`src/hw/rv_pkg.sv`:
```
// ====================================================================
// shared widths and encodings of the byte-port RV32I core
// addresses are 16 bits wide, so pc and data addresses wrap there
// ====================================================================
`default_nettype none

package rv_pkg;

  localparam int xlen           = 32;
  localparam int addr_width     = 16;
  localparam int reg_addr_width = 5;
  localparam logic [addr_width-1:0] reset_pc = '0;

  // major opcodes, everything else executes as a no-op
  localparam logic [6:0] opc_lui    = 7'b0110111;
  localparam logic [6:0] opc_auipc  = 7'b0010111;
  localparam logic [6:0] opc_jal    = 7'b1101111;
  localparam logic [6:0] opc_jalr   = 7'b1100111;
  localparam logic [6:0] opc_branch = 7'b1100011;
  localparam logic [6:0] opc_load   = 7'b0000011;
  localparam logic [6:0] opc_store  = 7'b0100011;
  localparam logic [6:0] opc_op_imm = 7'b0010011;
  localparam logic [6:0] opc_op     = 7'b0110011;

  localparam logic [1:0] a_sel_rs1   = 2'd0;
  localparam logic [1:0] a_sel_pc    = 2'd1;
  localparam logic [1:0] a_sel_zero  = 2'd2;  // lui adds its immediate to zero
  localparam logic       b_sel_rs2   = 1'b0;
  localparam logic       b_sel_imm   = 1'b1;
  localparam logic [1:0] rd_sel_alu  = 2'd0;
  localparam logic [1:0] rd_sel_load = 2'd1;
  localparam logic [1:0] rd_sel_link = 2'd2;

  typedef enum logic [3:0] {
    alu_add, alu_sub, alu_sll, alu_slt, alu_sltu, alu_xor, alu_srl, alu_sra,
    alu_or, alu_and, alu_beq, alu_bne, alu_blt, alu_bge, alu_bltu, alu_bgeu
  } alu_op_t;

  typedef enum logic [1:0] {
    size_byte, size_half, size_word
  } size_t;  // matches funct3[1:0] of loads and stores

  typedef union packed {
    struct packed {
      logic [6:0] funct7;
      logic [4:0] rs2;
      logic [4:0] rs1;
      logic [2:0] funct3;
      logic [4:0] rd;
      logic [6:0] opcode;
    } r;
    struct packed {
      logic [11:0] imm_11_0;
      logic [4:0]  rs1;
      logic [2:0]  funct3;
      logic [4:0]  rd;
      logic [6:0]  opcode;
    } i;
    struct packed {
      logic [6:0] imm_11_5;
      logic [4:0] rs2;
      logic [4:0] rs1;
      logic [2:0] funct3;
      logic [4:0] imm_4_0;
      logic [6:0] opcode;
    } s;
    struct packed {
      logic       imm_12;
      logic [5:0] imm_10_5;
      logic [4:0] rs2;
      logic [4:0] rs1;
      logic [2:0] funct3;
      logic [3:0] imm_4_1;
      logic       imm_11;
      logic [6:0] opcode;
    } b;
    struct packed {
      logic [19:0] imm_31_12;
      logic [4:0]  rd;
      logic [6:0]  opcode;
    } u;
    struct packed {
      logic       imm_20;
      logic [9:0] imm_10_1;
      logic       imm_11;
      logic [7:0] imm_19_12;
      logic [4:0] rd;
      logic [6:0] opcode;
    } j;
  } inst_t;

endpackage

`default_nettype wire

```
`src/hw/alu.sv`:
```
// ====================================================================
// integer alu; shifts use b[4:0], branch compares only set br_taken
// ====================================================================
`timescale 1ns/1ps
`default_nettype none

module alu (
  input  wire rv_pkg::alu_op_t              alu_op,
  input  wire logic [rv_pkg::xlen-1:0]      a,
  input  wire logic [rv_pkg::xlen-1:0]      b,
  output logic [rv_pkg::xlen-1:0]           result,
  output logic                              br_taken
);

  logic [4:0] shamt;
  logic lt_signed;
  logic lt_unsigned;

  assign shamt       = b[4:0];
  assign lt_signed   = $signed(a) < $signed(b);
  assign lt_unsigned = a < b;

  always_comb begin
    result   = '0;
    br_taken = 1'b0;
    case (alu_op)
      rv_pkg::alu_add:  result = a + b;
      rv_pkg::alu_sub:  result = a - b;
      rv_pkg::alu_sll:  result = a << shamt;
      rv_pkg::alu_slt:  result = rv_pkg::xlen'(lt_signed);
      rv_pkg::alu_sltu: result = rv_pkg::xlen'(lt_unsigned);
      rv_pkg::alu_xor:  result = a ^ b;
      rv_pkg::alu_srl:  result = a >> shamt;
      rv_pkg::alu_sra:  result = $signed(a) >>> shamt;  // sign fills from the left
      rv_pkg::alu_or:   result = a | b;
      rv_pkg::alu_and:  result = a & b;
      rv_pkg::alu_beq:  br_taken = a == b;
      rv_pkg::alu_bne:  br_taken = a != b;
      rv_pkg::alu_blt:  br_taken = lt_signed;
      rv_pkg::alu_bge:  br_taken = !lt_signed;
      rv_pkg::alu_bltu: br_taken = lt_unsigned;
      default:          br_taken = !lt_unsigned;  // bgeu
    endcase
  end

endmodule

`default_nettype wire

```
`src/hw/core_control.sv`:
```
// ====================================================================
// sequencer: 4 byte fetches, execute, optional memory phase, write-back
// one instruction in flight; unknown opcodes retire as no-ops
// ====================================================================
`timescale 1ns/1ps
`default_nettype none

module core_control (
  input  wire logic                          clk,
  input  wire logic                          reset,
  input  wire logic                          mem_ready,
  input  wire logic [7:0]                    mem_rdata,
  input  wire logic                          br_taken,
  input  wire logic [rv_pkg::xlen-1:0]       alu_result,
  input  wire logic [rv_pkg::xlen-1:0]       imm,
  input  wire logic [2:0]                    funct3,
  input  wire logic                          alt_bit,
  input  wire logic                          lsu_busy,
  input  wire logic                          lsu_done,
  output rv_pkg::inst_t                      inst,
  output logic [rv_pkg::addr_width-1:0]      pc_addr,
  output logic                               fetch_valid,
  output rv_pkg::alu_op_t                    alu_op,
  output logic [1:0]                         a_sel,
  output logic                               b_sel,
  output logic                               rd_we,
  output logic [1:0]                         rd_data_sel,
  output logic                               lsu_start,
  output rv_pkg::size_t                      lsu_size,
  output logic                               lsu_unsigned,
  output logic                               lsu_store,
  output logic [rv_pkg::xlen-1:0]            pc_link
);

  typedef enum logic [2:0] {
    st_fetch0, st_fetch1, st_fetch2, st_fetch3, st_execute, st_mem, st_writeback
  } state_t;

  state_t state;
  state_t next_state;
  logic [rv_pkg::addr_width-1:0] pc;
  logic [rv_pkg::addr_width-1:0] pc_plus4;
  logic [rv_pkg::addr_width-1:0] pc_target;
  logic [1:0] inst_byte;
  logic inst_load;
  logic rd_write;
  logic [6:0] opcode;

  function automatic rv_pkg::alu_op_t arith_op(input logic [2:0] f3, input logic alt);
    case (f3)
      3'b000:  return alt ? rv_pkg::alu_sub : rv_pkg::alu_add;
      3'b001:  return rv_pkg::alu_sll;
      3'b010:  return rv_pkg::alu_slt;
      3'b011:  return rv_pkg::alu_sltu;
      3'b100:  return rv_pkg::alu_xor;
      3'b101:  return alt ? rv_pkg::alu_sra : rv_pkg::alu_srl;
      3'b110:  return rv_pkg::alu_or;
      default: return rv_pkg::alu_and;
    endcase
  endfunction

  function automatic rv_pkg::alu_op_t branch_op(input logic [2:0] f3);
    case (f3)
      3'b000:  return rv_pkg::alu_beq;
      3'b001:  return rv_pkg::alu_bne;
      3'b100:  return rv_pkg::alu_blt;
      3'b101:  return rv_pkg::alu_bge;
      3'b110:  return rv_pkg::alu_bltu;
      default: return rv_pkg::alu_bgeu;  // 010 and 011 are reserved
    endcase
  endfunction

  assign opcode    = inst.r.opcode;
  assign inst_byte = state[2] ? 2'd0 : state[1:0];  // zero outside fetch, so pc_addr is pc
  assign inst_load = fetch_valid && mem_ready;
  assign pc_addr   = pc + rv_pkg::addr_width'(inst_byte);
  assign pc_plus4  = pc + rv_pkg::addr_width'(4);
  assign pc_link   = rv_pkg::xlen'(pc_plus4);

  always_comb begin
    next_state = state;
    case (state)
      st_fetch0, st_fetch1, st_fetch2, st_fetch3: begin
        if (inst_load) next_state = state_t'(state + 3'd1);  // fetch3 rolls into execute
      end
      st_execute: begin
        if (lsu_start) next_state = st_mem;
        else next_state = st_writeback;
      end
      st_mem: begin
        if (lsu_done) next_state = st_writeback;
      end
      default: next_state = st_fetch0;
    endcase
  end

  // operand and result selects follow the opcode, so the alu output
  // is already settled in execute and still valid in write-back
  always_comb begin
    alu_op      = rv_pkg::alu_add;
    a_sel       = rv_pkg::a_sel_rs1;
    b_sel       = rv_pkg::b_sel_imm;
    rd_data_sel = rv_pkg::rd_sel_alu;
    rd_write    = 1'b0;
    case (opcode)
      rv_pkg::opc_lui: begin
        a_sel    = rv_pkg::a_sel_zero;
        rd_write = 1'b1;
      end
      rv_pkg::opc_auipc: begin
        a_sel    = rv_pkg::a_sel_pc;
        rd_write = 1'b1;
      end
      rv_pkg::opc_jal, rv_pkg::opc_jalr: begin
        rd_data_sel = rv_pkg::rd_sel_link;  // alu gives the jalr target
        rd_write    = 1'b1;
      end
      rv_pkg::opc_branch: begin
        alu_op = branch_op(funct3);
        b_sel  = rv_pkg::b_sel_rs2;
      end
      rv_pkg::opc_load: begin
        rd_data_sel = rv_pkg::rd_sel_load;
        rd_write    = 1'b1;
      end
      rv_pkg::opc_op_imm: begin
        alu_op   = arith_op(funct3, alt_bit && funct3 == 3'b101);  // no subi
        rd_write = 1'b1;
      end
      rv_pkg::opc_op: begin
        alu_op   = arith_op(funct3, alt_bit);
        b_sel    = rv_pkg::b_sel_rs2;
        rd_write = 1'b1;
      end
      default: ;  // store, fence, system and unknown
    endcase
  end

  assign rd_we        = rd_write && state == st_writeback;
  assign lsu_start    = state == st_execute &&
                        (opcode == rv_pkg::opc_load || opcode == rv_pkg::opc_store);
  assign lsu_store    = opcode == rv_pkg::opc_store;
  assign lsu_size     = rv_pkg::size_t'(funct3[1:0]);
  assign lsu_unsigned = funct3[2];

  always_comb begin
    pc_target = pc_plus4;
    if (opcode == rv_pkg::opc_jal || (opcode == rv_pkg::opc_branch && br_taken)) begin
      pc_target = pc + imm[rv_pkg::addr_width-1:0];
    end else if (opcode == rv_pkg::opc_jalr) begin
      pc_target = {alu_result[rv_pkg::addr_width-1:1], 1'b0};
    end
  end

  always_ff @(posedge clk) begin
    if (reset) begin
      state       <= st_fetch0;
      fetch_valid <= 1'b0;
      pc          <= rv_pkg::reset_pc;
    end else begin
      state       <= next_state;
      fetch_valid <= !next_state[2];  // request whenever the next state fetches
      if (state == st_writeback) pc <= pc_target;
    end
  end

  always_ff @(posedge clk) begin
    if (inst_load) inst[{inst_byte, 3'b000} +: 8] <= mem_rdata;  // little-endian
  end

  a_fetch_hold: assert property (@(posedge clk) disable iff (reset)
    fetch_valid && !mem_ready |=> fetch_valid && $stable(pc_addr));

  // data transfers only run while the sequencer waits for them
  a_lsu_in_mem: assert property (@(posedge clk) disable iff (reset)
    lsu_busy |-> state == st_mem);

endmodule

`default_nettype wire

```
`src/hw/imm_decode.sv`:
```
// ====================================================================
// field extraction and sign-extended immediate for every format
// shift immediates keep funct7 above the 5 shamt bits the alu reads
// ====================================================================
`timescale 1ns/1ps
`default_nettype none

module imm_decode (
  input  wire rv_pkg::inst_t                     inst,
  output logic [rv_pkg::xlen-1:0]                imm,
  output logic [rv_pkg::reg_addr_width-1:0]      rs1_addr,
  output logic [rv_pkg::reg_addr_width-1:0]      rs2_addr,
  output logic [rv_pkg::reg_addr_width-1:0]      rd_addr,
  output logic [2:0]                             funct3,
  output logic                                   alt_bit
);

  assign rs1_addr = inst.r.rs1;
  assign rs2_addr = inst.r.rs2;
  assign rd_addr  = inst.r.rd;
  assign funct3   = inst.r.funct3;
  assign alt_bit  = inst.r.funct7[5];  // sub and sra

  always_comb begin
    case (inst.r.opcode)
      rv_pkg::opc_lui, rv_pkg::opc_auipc:
        imm = {inst.u.imm_31_12, 12'b0};
      rv_pkg::opc_jal:
        imm = {{11{inst.j.imm_20}}, inst.j.imm_20, inst.j.imm_19_12, inst.j.imm_11,
               inst.j.imm_10_1, 1'b0};
      rv_pkg::opc_branch:
        imm = {{19{inst.b.imm_12}}, inst.b.imm_12, inst.b.imm_11, inst.b.imm_10_5,
               inst.b.imm_4_1, 1'b0};
      rv_pkg::opc_store:
        imm = {{20{inst.s.imm_11_5[6]}}, inst.s.imm_11_5, inst.s.imm_4_0};
      default:
        imm = {{20{inst.i.imm_11_0[11]}}, inst.i.imm_11_0};  // loads, jalr and op-imm
    endcase
  end

endmodule

`default_nettype wire

```
`src/hw/load_store_unit.sv`:
```
// ====================================================================
// moves 1, 2 or 4 bytes upward from base_addr, lowest byte first
// lsu_done pulses the cycle after the last accepted byte
// ====================================================================
`timescale 1ns/1ps
`default_nettype none

module load_store_unit (
  input  wire logic                          clk,
  input  wire logic                          reset,
  input  wire logic                          lsu_start,
  input  wire rv_pkg::size_t                 lsu_size,
  input  wire logic                          lsu_unsigned,
  input  wire logic                          lsu_store,
  input  wire logic [rv_pkg::addr_width-1:0] base_addr,
  input  wire logic [rv_pkg::xlen-1:0]       store_data,
  input  wire logic                          mem_ready,
  input  wire logic [7:0]                    mem_rdata,
  output logic [rv_pkg::addr_width-1:0]      lsu_addr,
  output logic [7:0]                         lsu_wdata,
  output logic                               lsu_wren,
  output logic                               lsu_valid,
  output logic                               lsu_busy,
  output logic                               lsu_done,
  output logic [rv_pkg::xlen-1:0]            load_data
);

  logic [rv_pkg::addr_width-1:0] base_q;
  logic [rv_pkg::xlen-1:0] data_q;  // store word, or load bytes as they arrive
  rv_pkg::size_t size_q;
  logic unsigned_q;
  logic store_q;
  logic [1:0] count;
  logic [1:0] last;
  logic accept;

  assign last      = (size_q == rv_pkg::size_byte) ? 2'd0 :
                     (size_q == rv_pkg::size_half) ? 2'd1 : 2'd3;
  assign accept    = lsu_busy && mem_ready;
  assign lsu_valid = lsu_busy;
  assign lsu_wren  = lsu_busy && store_q;
  assign lsu_addr  = base_q + rv_pkg::addr_width'(count);
  assign lsu_wdata = data_q[{count, 3'b000} +: 8];

  always_ff @(posedge clk) begin
    if (reset) begin
      lsu_busy <= 1'b0;
      lsu_done <= 1'b0;
      count    <= 2'd0;
    end else begin
      lsu_done <= accept && count == last;
      if (lsu_start) begin
        lsu_busy <= 1'b1;
        count    <= 2'd0;
      end else if (accept) begin
        if (count == last) lsu_busy <= 1'b0;
        else count <= count + 2'd1;
      end
    end
  end

  always_ff @(posedge clk) begin
    if (lsu_start) begin
      base_q     <= base_addr;
      data_q     <= store_data;
      size_q     <= lsu_size;
      unsigned_q <= lsu_unsigned;
      store_q    <= lsu_store;
    end else if (accept && !store_q) begin
      data_q[{count, 3'b000} +: 8] <= mem_rdata;
    end
  end

  always_comb begin
    case (size_q)
      rv_pkg::size_byte:
        load_data = {{(rv_pkg::xlen-8){!unsigned_q && data_q[7]}}, data_q[7:0]};
      rv_pkg::size_half:
        load_data = {{(rv_pkg::xlen-16){!unsigned_q && data_q[15]}}, data_q[15:0]};
      default:
        load_data = data_q;
    endcase
  end

  // the sequencer must wait for lsu_done before the next access
  a_no_restart: assert property (@(posedge clk) disable iff (reset)
    lsu_start |-> !lsu_busy);

endmodule

`default_nettype wire

```
`src/hw/reg_file.sv`:
```
// ====================================================================
// 32 x 32 register file, combinational reads, x0 reads as zero
// ====================================================================
`timescale 1ns/1ps
`default_nettype none

module reg_file (
  input  wire logic                              clk,
  input  wire logic [rv_pkg::reg_addr_width-1:0] rs1_addr,
  input  wire logic [rv_pkg::reg_addr_width-1:0] rs2_addr,
  input  wire logic [rv_pkg::reg_addr_width-1:0] rd_addr,
  input  wire logic                              rd_we,
  input  wire logic [rv_pkg::xlen-1:0]           rd_data,
  output logic [rv_pkg::xlen-1:0]                rs1_data,
  output logic [rv_pkg::xlen-1:0]                rs2_data
);

  logic [rv_pkg::xlen-1:0] regs [0:31];

  assign rs1_data = (rs1_addr == '0) ? '0 : regs[rs1_addr];
  assign rs2_data = (rs2_addr == '0) ? '0 : regs[rs2_addr];

  always_ff @(posedge clk) begin
    if (rd_we && rd_addr != '0) begin  // x0 writes dropped
      regs[rd_addr] <= rd_data;
    end
  end

endmodule

`default_nettype wire

```
`src/hw/rv_core.sv`:
```
// ====================================================================
// RV32I core top, one byte-wide valid/ready memory port
// port belongs to the load/store unit while it is busy, else to fetch
// ====================================================================
`timescale 1ns/1ps
`default_nettype none

module rv_core (
  input  wire logic                          clk,
  input  wire logic                          reset,
  output logic [rv_pkg::addr_width-1:0]      mem_addr,
  output logic [7:0]                         mem_wdata,
  output logic                               mem_wren,
  output logic                               mem_valid,
  input  wire logic                          mem_ready,
  input  wire logic [7:0]                    mem_rdata
);

  rv_pkg::inst_t inst;
  rv_pkg::alu_op_t alu_op;
  rv_pkg::size_t lsu_size;
  logic [rv_pkg::addr_width-1:0] pc_addr;
  logic [rv_pkg::addr_width-1:0] lsu_addr;
  logic [rv_pkg::xlen-1:0] imm;
  logic [rv_pkg::xlen-1:0] alu_a;
  logic [rv_pkg::xlen-1:0] alu_b;
  logic [rv_pkg::xlen-1:0] alu_result;
  logic [rv_pkg::xlen-1:0] rs1_data;
  logic [rv_pkg::xlen-1:0] rs2_data;
  logic [rv_pkg::xlen-1:0] rd_data;
  logic [rv_pkg::xlen-1:0] load_data;
  logic [rv_pkg::xlen-1:0] pc_link;
  logic [rv_pkg::reg_addr_width-1:0] rs1_addr;
  logic [rv_pkg::reg_addr_width-1:0] rs2_addr;
  logic [rv_pkg::reg_addr_width-1:0] rd_addr;
  logic [2:0] funct3;
  logic [1:0] a_sel;
  logic [1:0] rd_data_sel;
  logic [7:0] lsu_wdata;
  logic alt_bit;
  logic b_sel;
  logic br_taken;
  logic rd_we;
  logic fetch_valid;
  logic lsu_start;
  logic lsu_unsigned;
  logic lsu_store;
  logic lsu_busy;
  logic lsu_done;
  logic lsu_valid;
  logic lsu_wren;

  assign mem_valid = lsu_busy ? lsu_valid : fetch_valid;
  assign mem_addr  = lsu_busy ? lsu_addr : pc_addr;
  assign mem_wren  = lsu_busy && lsu_wren;
  assign mem_wdata = lsu_wdata;

  assign alu_a = (a_sel == rv_pkg::a_sel_pc)   ? rv_pkg::xlen'(pc_addr) :  // pc outside fetch
                 (a_sel == rv_pkg::a_sel_zero) ? {rv_pkg::xlen{1'b0}} : rs1_data;
  assign alu_b = (b_sel == rv_pkg::b_sel_imm) ? imm : rs2_data;
  assign rd_data = (rd_data_sel == rv_pkg::rd_sel_load) ? load_data :
                   (rd_data_sel == rv_pkg::rd_sel_link) ? pc_link : alu_result;

  core_control u_control (
    .clk(clk), .reset(reset), .mem_ready(mem_ready), .mem_rdata(mem_rdata),
    .br_taken(br_taken), .alu_result(alu_result), .imm(imm), .funct3(funct3),
    .alt_bit(alt_bit), .lsu_busy(lsu_busy), .lsu_done(lsu_done), .inst(inst),
    .pc_addr(pc_addr), .fetch_valid(fetch_valid), .alu_op(alu_op), .a_sel(a_sel),
    .b_sel(b_sel), .rd_we(rd_we), .rd_data_sel(rd_data_sel), .lsu_start(lsu_start),
    .lsu_size(lsu_size), .lsu_unsigned(lsu_unsigned), .lsu_store(lsu_store),
    .pc_link(pc_link)
  );

  reg_file u_regs (
    .clk(clk), .rs1_addr(rs1_addr), .rs2_addr(rs2_addr), .rd_addr(rd_addr),
    .rd_we(rd_we), .rd_data(rd_data), .rs1_data(rs1_data), .rs2_data(rs2_data)
  );

  imm_decode u_decode (
    .inst(inst), .imm(imm), .rs1_addr(rs1_addr), .rs2_addr(rs2_addr),
    .rd_addr(rd_addr), .funct3(funct3), .alt_bit(alt_bit)
  );

  alu u_alu (
    .alu_op(alu_op), .a(alu_a), .b(alu_b), .result(alu_result), .br_taken(br_taken)
  );

  load_store_unit u_lsu (
    .clk(clk), .reset(reset), .lsu_start(lsu_start), .lsu_size(lsu_size),
    .lsu_unsigned(lsu_unsigned), .lsu_store(lsu_store),
    .base_addr(alu_result[rv_pkg::addr_width-1:0]), .store_data(rs2_data),
    .mem_ready(mem_ready), .mem_rdata(mem_rdata), .lsu_addr(lsu_addr),
    .lsu_wdata(lsu_wdata), .lsu_wren(lsu_wren), .lsu_valid(lsu_valid),
    .lsu_busy(lsu_busy), .lsu_done(lsu_done), .load_data(load_data)
  );

endmodule

`default_nettype wire

```
`config.mk`:
```
export PLATFORM = sky130hd
export DESIGN_NAME = rv_core
export DESIGN_NICKNAME = d
export VERILOG_FILES = /design/src/hw/rv_pkg.sv /design/src/hw/alu.sv /design/src/hw/core_control.sv /design/src/hw/imm_decode.sv /design/src/hw/load_store_unit.sv /design/src/hw/reg_file.sv /design/src/hw/rv_core.sv
export SDC_FILE = /design/constraint.sdc
export NUM_CORES = 2
export LEC_CHECK = 0
export BUFFER_PORTS_ARGS = -buffer_cell sky130_fd_sc_hd__buf_4
export CAP_MARGIN = 5
export CELL_PAD_IN_SITES_DETAIL_PLACEMENT = 1
export CELL_PAD_IN_SITES_GLOBAL_PLACEMENT = 2
export CORE_ASPECT_RATIO = 0.7
export CORE_MARGIN = 5
export CORE_UTILIZATION = 50
export DETAILED_ROUTE_END_ITERATION = 8
export GPL_TIMING_DRIVEN = 1
export HOLD_SLACK_MARGIN = 0.15
export PLACE_DENSITY_LB_ADDON = 0.1
export SYNTH_ARGS = -nofsm -noshare
export SYNTH_HDL_FRONTEND = slang
export SYNTH_SLANG_ARGS = --single-unit
```
`constraint.sdc`:
```
create_clock -name clk -period 22 [get_ports clk]
set_input_delay 6.6 -clock clk [delete_from_list [all_inputs] [get_ports clk]]
set_output_delay 6.6 -clock clk [all_outputs]
set_load 0.05 [all_outputs]
```
# Word level (Yosys, flattened, before mapping)
# Memories as Yosys holds them, arrays and structs flattened. A register that Yosys moved wholly into a read port is not among the register bits.
# Index checks and enable logic that the tools add are counted.
dict set report word_totals {
  romBits 0
  in_bits 11
  out_inout_bits 26
  regBits 108
  ram_bits 1024
  word_cells 167
  latchBits 0
  memories 1
}
dict set report classes {
  n_mux 44
  n_lt_le_gt_ge 2
  n_addsub 10
  shifts 8
  reduce_logical 40
  div 0
  bitwise_logic 4
  n_mul 0
  eq_ne 45
}
# name words width read_ports rd_ports_with_merged_regs wr line_no
set mem_list {}
lappend mem_list {u_regs.regs 32 32 2 2 1 reg_file.sv:18} ;# logic [rv_pkg::xlen-1:0] regs [0:31];
# op count
set ops {}
lappend ops {{$pmux 32 s10} 1}
lappend ops {{$mux 32} 9}
lappend ops {{$pmux 31 s4} 1}
lappend ops {{$bwmux 32} 2}
lappend ops {{$lt 32x32->1} 2}
lappend ops {{$pmux 32 s2} 1}
lappend ops {{$shift 8x7->32 const A} 2}
lappend ops {{$shiftx 8x7->32} 2}
lappend ops {{$pmux 4 s7} 2}
lappend ops {{$mux 16} 3}
lappend ops {{$add 16x2->16} 2}
lappend ops {{$add 32x32->32} 1}
lappend ops {{$and 32x32->32} 1}
lappend ops {{$eq 32x32->1} 1}
lappend ops {{$ne 32x32->1} 1}
lappend ops {{$or 32x32->32} 1}
lappend ops {{$shiftx 32x6->8} 1}
lappend ops {{$shl 32x5->32} 1}
lappend ops {{$shr 32x5->32} 1}
lappend ops {{$sshr 32x5->32} 1}
lappend ops {{$sub 32x32->32} 1}
lappend ops {{$xor 32x32->32} 1}
lappend ops {{$eq 4x4->1 const B} 7}
lappend ops {{$eq 7x6->1 const B} 3}
lappend ops {{other kinds (43)} 105}

# Longest topological paths before layout
dict set report logic_depth {
  depth_word 11
  mapped_depth 27
  mapped_depth_nobuf 20
}

# Cells and area by module
# A second synthesis with hierarchy kept.
dict set report hier_totals {
  hier_cells 4872
  hier_area_um2 66533.8
}
# mod instances area_each_um2 cells_each
set by_module_without_submodules {}
lappend by_module_without_submodules {reg_file 1 47904.7 2564}
lappend by_module_without_submodules {alu 1 8650.8 1264}
lappend by_module_without_submodules {core_control 1 4181.5 490}
lappend by_module_without_submodules {load_store_unit 1 3075.4 251}
lappend by_module_without_submodules {rv_core 1 2165.8 220}
lappend by_module_without_submodules {imm_decode 1 555.5 83}

# Worst setup path before layout
# Ideal clock, no wire load.
dict set report synth_timing {
  path_type {register to output}
  from {register u_lsu.count[1]}
  to {output mem_addr[10] (netlist bit)}
  arrival_time_ps 2695
  n_path_buf 1
  path_slack_ps 12705
  path_stages_with_launch 8
  cell_sequence {dfxtp_1 > clkbuf_1 > inv_1 > fa_1 > nor2b_1 > nand4_1 > xnor2_1 > mux2i_1}
}
dict set report synth_via {
  elab_chain_cells 2
}
# element line_no
set synth_rtl {}
lappend synth_rtl {{from (decl)} load_store_unit.sv:33} ;# logic [1:0] count;
lappend synth_rtl {{from (signal assigned)} load_store_unit.sv:57} ;# else count <= count + 2'd1;
lappend synth_rtl {{$add 16x2->16} load_store_unit.sv:42} ;# assign lsu_addr = base_q + rv_pkg::addr_width'(count);
lappend synth_rtl {{$mux 16} rv_core.sv:54} ;# assign mem_addr = lsu_busy ? lsu_addr : pc_addr;
lappend synth_rtl {{to (decl)} rv_core.sv:11} ;# output logic [rv_pkg::addr_width-1:0] mem_addr,
# Every way passes these cells.

# Worst setup path after layout
dict set report layout_timing {
  from {register u_control.state[0]}
  to {output mem_addr[2] (netlist bit)}
}
dict set report layout_via {
  elab_chain_cells 3
}
# element line_no
set layout_rtl {}
lappend layout_rtl {{from (decl)} core_control.sv:39} ;# state_t state;
lappend layout_rtl {{from (signal assigned)} core_control.sv:157} ;# state <= st_fetch0;
lappend layout_rtl {{from (signal assigned)} core_control.sv:161} ;# state <= next_state;
lappend layout_rtl {{$mux 2} core_control.sv:74} ;# assign inst_byte = state[2] ? 2'd0 : state[1:0];
lappend layout_rtl {{$add 16x2->16} core_control.sv:76} ;# assign pc_addr = pc + rv_pkg::addr_width'(inst_byte);
lappend layout_rtl {{$mux 16} rv_core.sv:54}
# Every way passes these cells.

==> impl_results.md <==
- Status: finished clean
- Startpoint types: flop
- Final Cycle Share: 48.1%
- Die Width: 445 um
- Starting Density: 50.5%
- Filler cells: 12542
- Worst path arrival time: 3.99 ns
- Post-route DRC violation count: 0
- Min-Delay Path Depth: 2
- Register area share after synthesis: 51.3%
- Worst Hold Class: flop to flop
- Non-filler cells, final: 6562
- Pwr Density: 117 nW/um^2
- Number of nets in the layout: 4862
- Worst-margin pin slew: 1.41 ns
- Critical Path RT: 15.40 ns
- Main flop type after synthesis: edfxtp_1
- Routed length per placed instance: 41.4 um
- Setup Buffers After CTS: 0
- Post-synth top area share: 50.2%
- Most common cell in the synthesized netlist: edfxtp_1
- Crit path time final: 10.59 ns
- Vias in the first global route: 47193
- Vias/cell: 7.47
- Synth cell types: 122
- Die H: 314 um
- Nature of the critical path endpoint: primary output
- Yosys reg bits: 1142
- Final setup violation count: 0
- Global route overflow: 0
- First-pass GRT wire length: 378 mm
- Place WS: 12.31 ns
- Boundary Pins: 37
- Final worst clock skew: 0.0577 ns
- Reg2reg end: u_regs.regs[3][29]$_DFFE_PP_
- Final Max Slew Viols: 0
- Routed vias: 49048
- GPL Wtd Cong: 1.03
- Layout cell share with drive strength beyond 1: 24.7%
- # rows: 111
- Hold_sp: u_control.pc[14]$_SDFFE_PP0P_
- Area leader, netlist: edfxtp_1
- Post-synth EDFFs: 1108
- Worst Hold Path EP: u_control.pc[14]$_SDFFE_PP0P_
- Critical path type: flop to primary output
- Post-synth top cells: 1108 x edfxtp_1, 596 x mux4_2, 339 x nand2_1, 277 x nor2_1, 217 x o21ai_0
- Final WS setup: 11.41 ns
- Max-Cap Viols: 0
- Remaining antenna violation count: 0
- CTS max path bufs: 3
- Post-Syn Area per Cell: 14.0 sq um
- Resized cells post-CTS: 0
- DRT Pass-1 Iters: 6
- Rel. slew slack: 5.94%
- Final hold vios: 0
- Worst-Skew Late Latency: 0.76 ns
- CTS tree: built
- Max stage delay on crit path: 0.91 ns
- R2R cell count: 21
- Crit Path Max Fanout: 11
- CP cell instances: inv_1 -> nor2_1 -> ha_1 -> ha_1 -> nor2_1 -> xnor2_1 -> mux2_2 -> buf_4
- Synth area leaders: edfxtp_1 50%, mux4_2 20%, mux2i_1 2.7%
- Mapped Area: 66200 sq um
- Buffers on Ports: 36
- Setup TNS: 0 ns
- Gr usage total: 38.3%
- Post-synth ARST share: 0%
- # hold bufs at CTS: 0
- Syn-to-layout area delta: 9.37%
- Leak: 23.9 nW
- CP max-delay cell: xnor2_1
- Post-DP HPWL: 185 mm
- Multi-input gate area: 30500 sq um
- Core area: 131000 sq um
- Largest net degree at the start of global routing: 170
- Mapped Cells: 4715
- Die Area: 140000 sq um
- Clock Sinks: 1142
- DRT iter0 DRCs: 7770
- Worst R2R Setup Slack: 12.40 ns
- H-tree levels: 3
- FF/Latch Area: 34000 sq um
- Warnings, synthesis: 0
- CTS root buf: clkbuf_16
- Unrepaired setup endpoints after global routing: no
- Upper clock frequency limit: 94.5 MHz
- TritonCTS buffer count: 108
- Initial antenna violation count: 11
- Max IR drop VDD: 84.0 uV
- Post-Route WL: 272 mm
- Clock transition at path regs: 0.07 ns
- Dpl cells: 6356
==> layout by cell type (no fill, tap or decap), types with 52 or more instances in the layout <==
cell,netlist,final
nand2_1,339,339
clkbuf_16,0,108
ha_1,131,131
a21oi_1,197,192
mux2_2,52,52
o21ai_0,217,215
nor3_1,73,68
mux4_2,596,596
edfxtp_1,1108,1108
mux2i_1,176,176
nand3_1,147,146
nor2_1,277,245
inv_1,134,134
buf_4,23,202
==> final cells by class <==
class / count / share of cell area, %
diodes: 8 / 0.0276
flip-flops and latches: 1142 / 46.9
clock buffers: 125 / 3.82
inverters: 152 / 0.798
repair buffers: 209 / 2.24
well taps: 1751 / 3.02
clock inverters: 72 / 1.03
multi-input cells: 3103 / 42.1
==> flip-flops by register name, indices dropped and copies added, names as in the netlist, 2 cells and up, named ones only <==
name / cells
u_regs.regs: 1024
u_control.state: 3
u_lsu.size_q: 2
u_lsu.base_q: 16
u_control.pc: 16
u_lsu.count: 2
u_lsu.data_q: 32
u_control.inst: 32
==> per-stage QoR <==
step           hold WS (ns)  power, mW  area (sq um)  util (%)
2_1_floorplan         0.424       5.10         66300         -
6_report              0.603       8.49         72400      55.2
3_5_place_dp          0.574       6.49         68900      52.5
4_1_cts               0.595       8.36         72400      55.2
5_1_grt               0.632       8.72         72400      55.2
3_3_place_gp          0.570       6.44         68900      52.5
==> power breakdown <==
| part | leakage [nW] | total, mW | switching, mW | internal (mW) |
|---|---|---|---|---|
| Clock | 1.70 | 1.88 | 0.857 | 1.03 |
| Combinational | 12.0 | 3.50 | 2.41 | 1.09 |
| Sequential | 10.2 | 3.11 | 0.108 | 3.00 |
==> routing by layer <==
| layer | share of wire [%] | global-route usage (%) | wire length [um] | up-vias |
|---|---|---|---|---|
| li1 | - | - | - | 19037 |
| met3 | 16 | 18.0 | 44600 | 534 |
| met1 | 40 | 55.3 | 108000 | 25550 |
| met2 | 40 | 51.3 | 109000 | 3925 |
| met4 | 3.5 | 11.6 | 9430 | 2 |
| met5 | 0.0048 | 0 | 13 | - |
==> worst max path at each step <==
stage,slack [ns],to,startpoint,cells after the start
6_report,11.41,mem_addr[2],u_control.state[0]$_SDFFE_PP0P_,8
5_1_grt,11.22,mem_addr[2],u_control.state[0]$_SDFFE_PP0P_,8
4_1_cts,11.46,mem_addr[2],u_control.state[0]$_SDFFE_PP0P_,8
3_5_place_dp,12.31,mem_addr[2],u_control.state[0]$_SDFFE_PP0P_,8
3_3_place_gp,12.40,mem_addr[2],u_control.state[0]$_SDFFE_PP0P_,8
2_1_floorplan,12.70,mem_addr[10],u_lsu.count[1]$_SDFFE_PP0P_,7
==> worst max-delay path: cells and delay by family, from the launching register on <==
family	cells	cell delay, ns
AND/OR/NAND/NOR	2	0.63
multiplexers	1	0.34
buffers and inverters	2	0.32
XOR/XNOR	1	0.91
flip-flops	1	0.43
adder cells (fa/ha/maj)	2	0.60
==> cells by family after synthesis <==
family,share of synthesized area (%)
multiplexers,24.0
flip-flops,51.3
adder cells (fa/ha/maj),2.60
other,0.00566
buffers and inverters,3.64
AND/OR/NAND/NOR,7.82
AO/OA/AOI/OAI,9.68
XOR/XNOR,0.992
(Power assumes the default switching activity.)
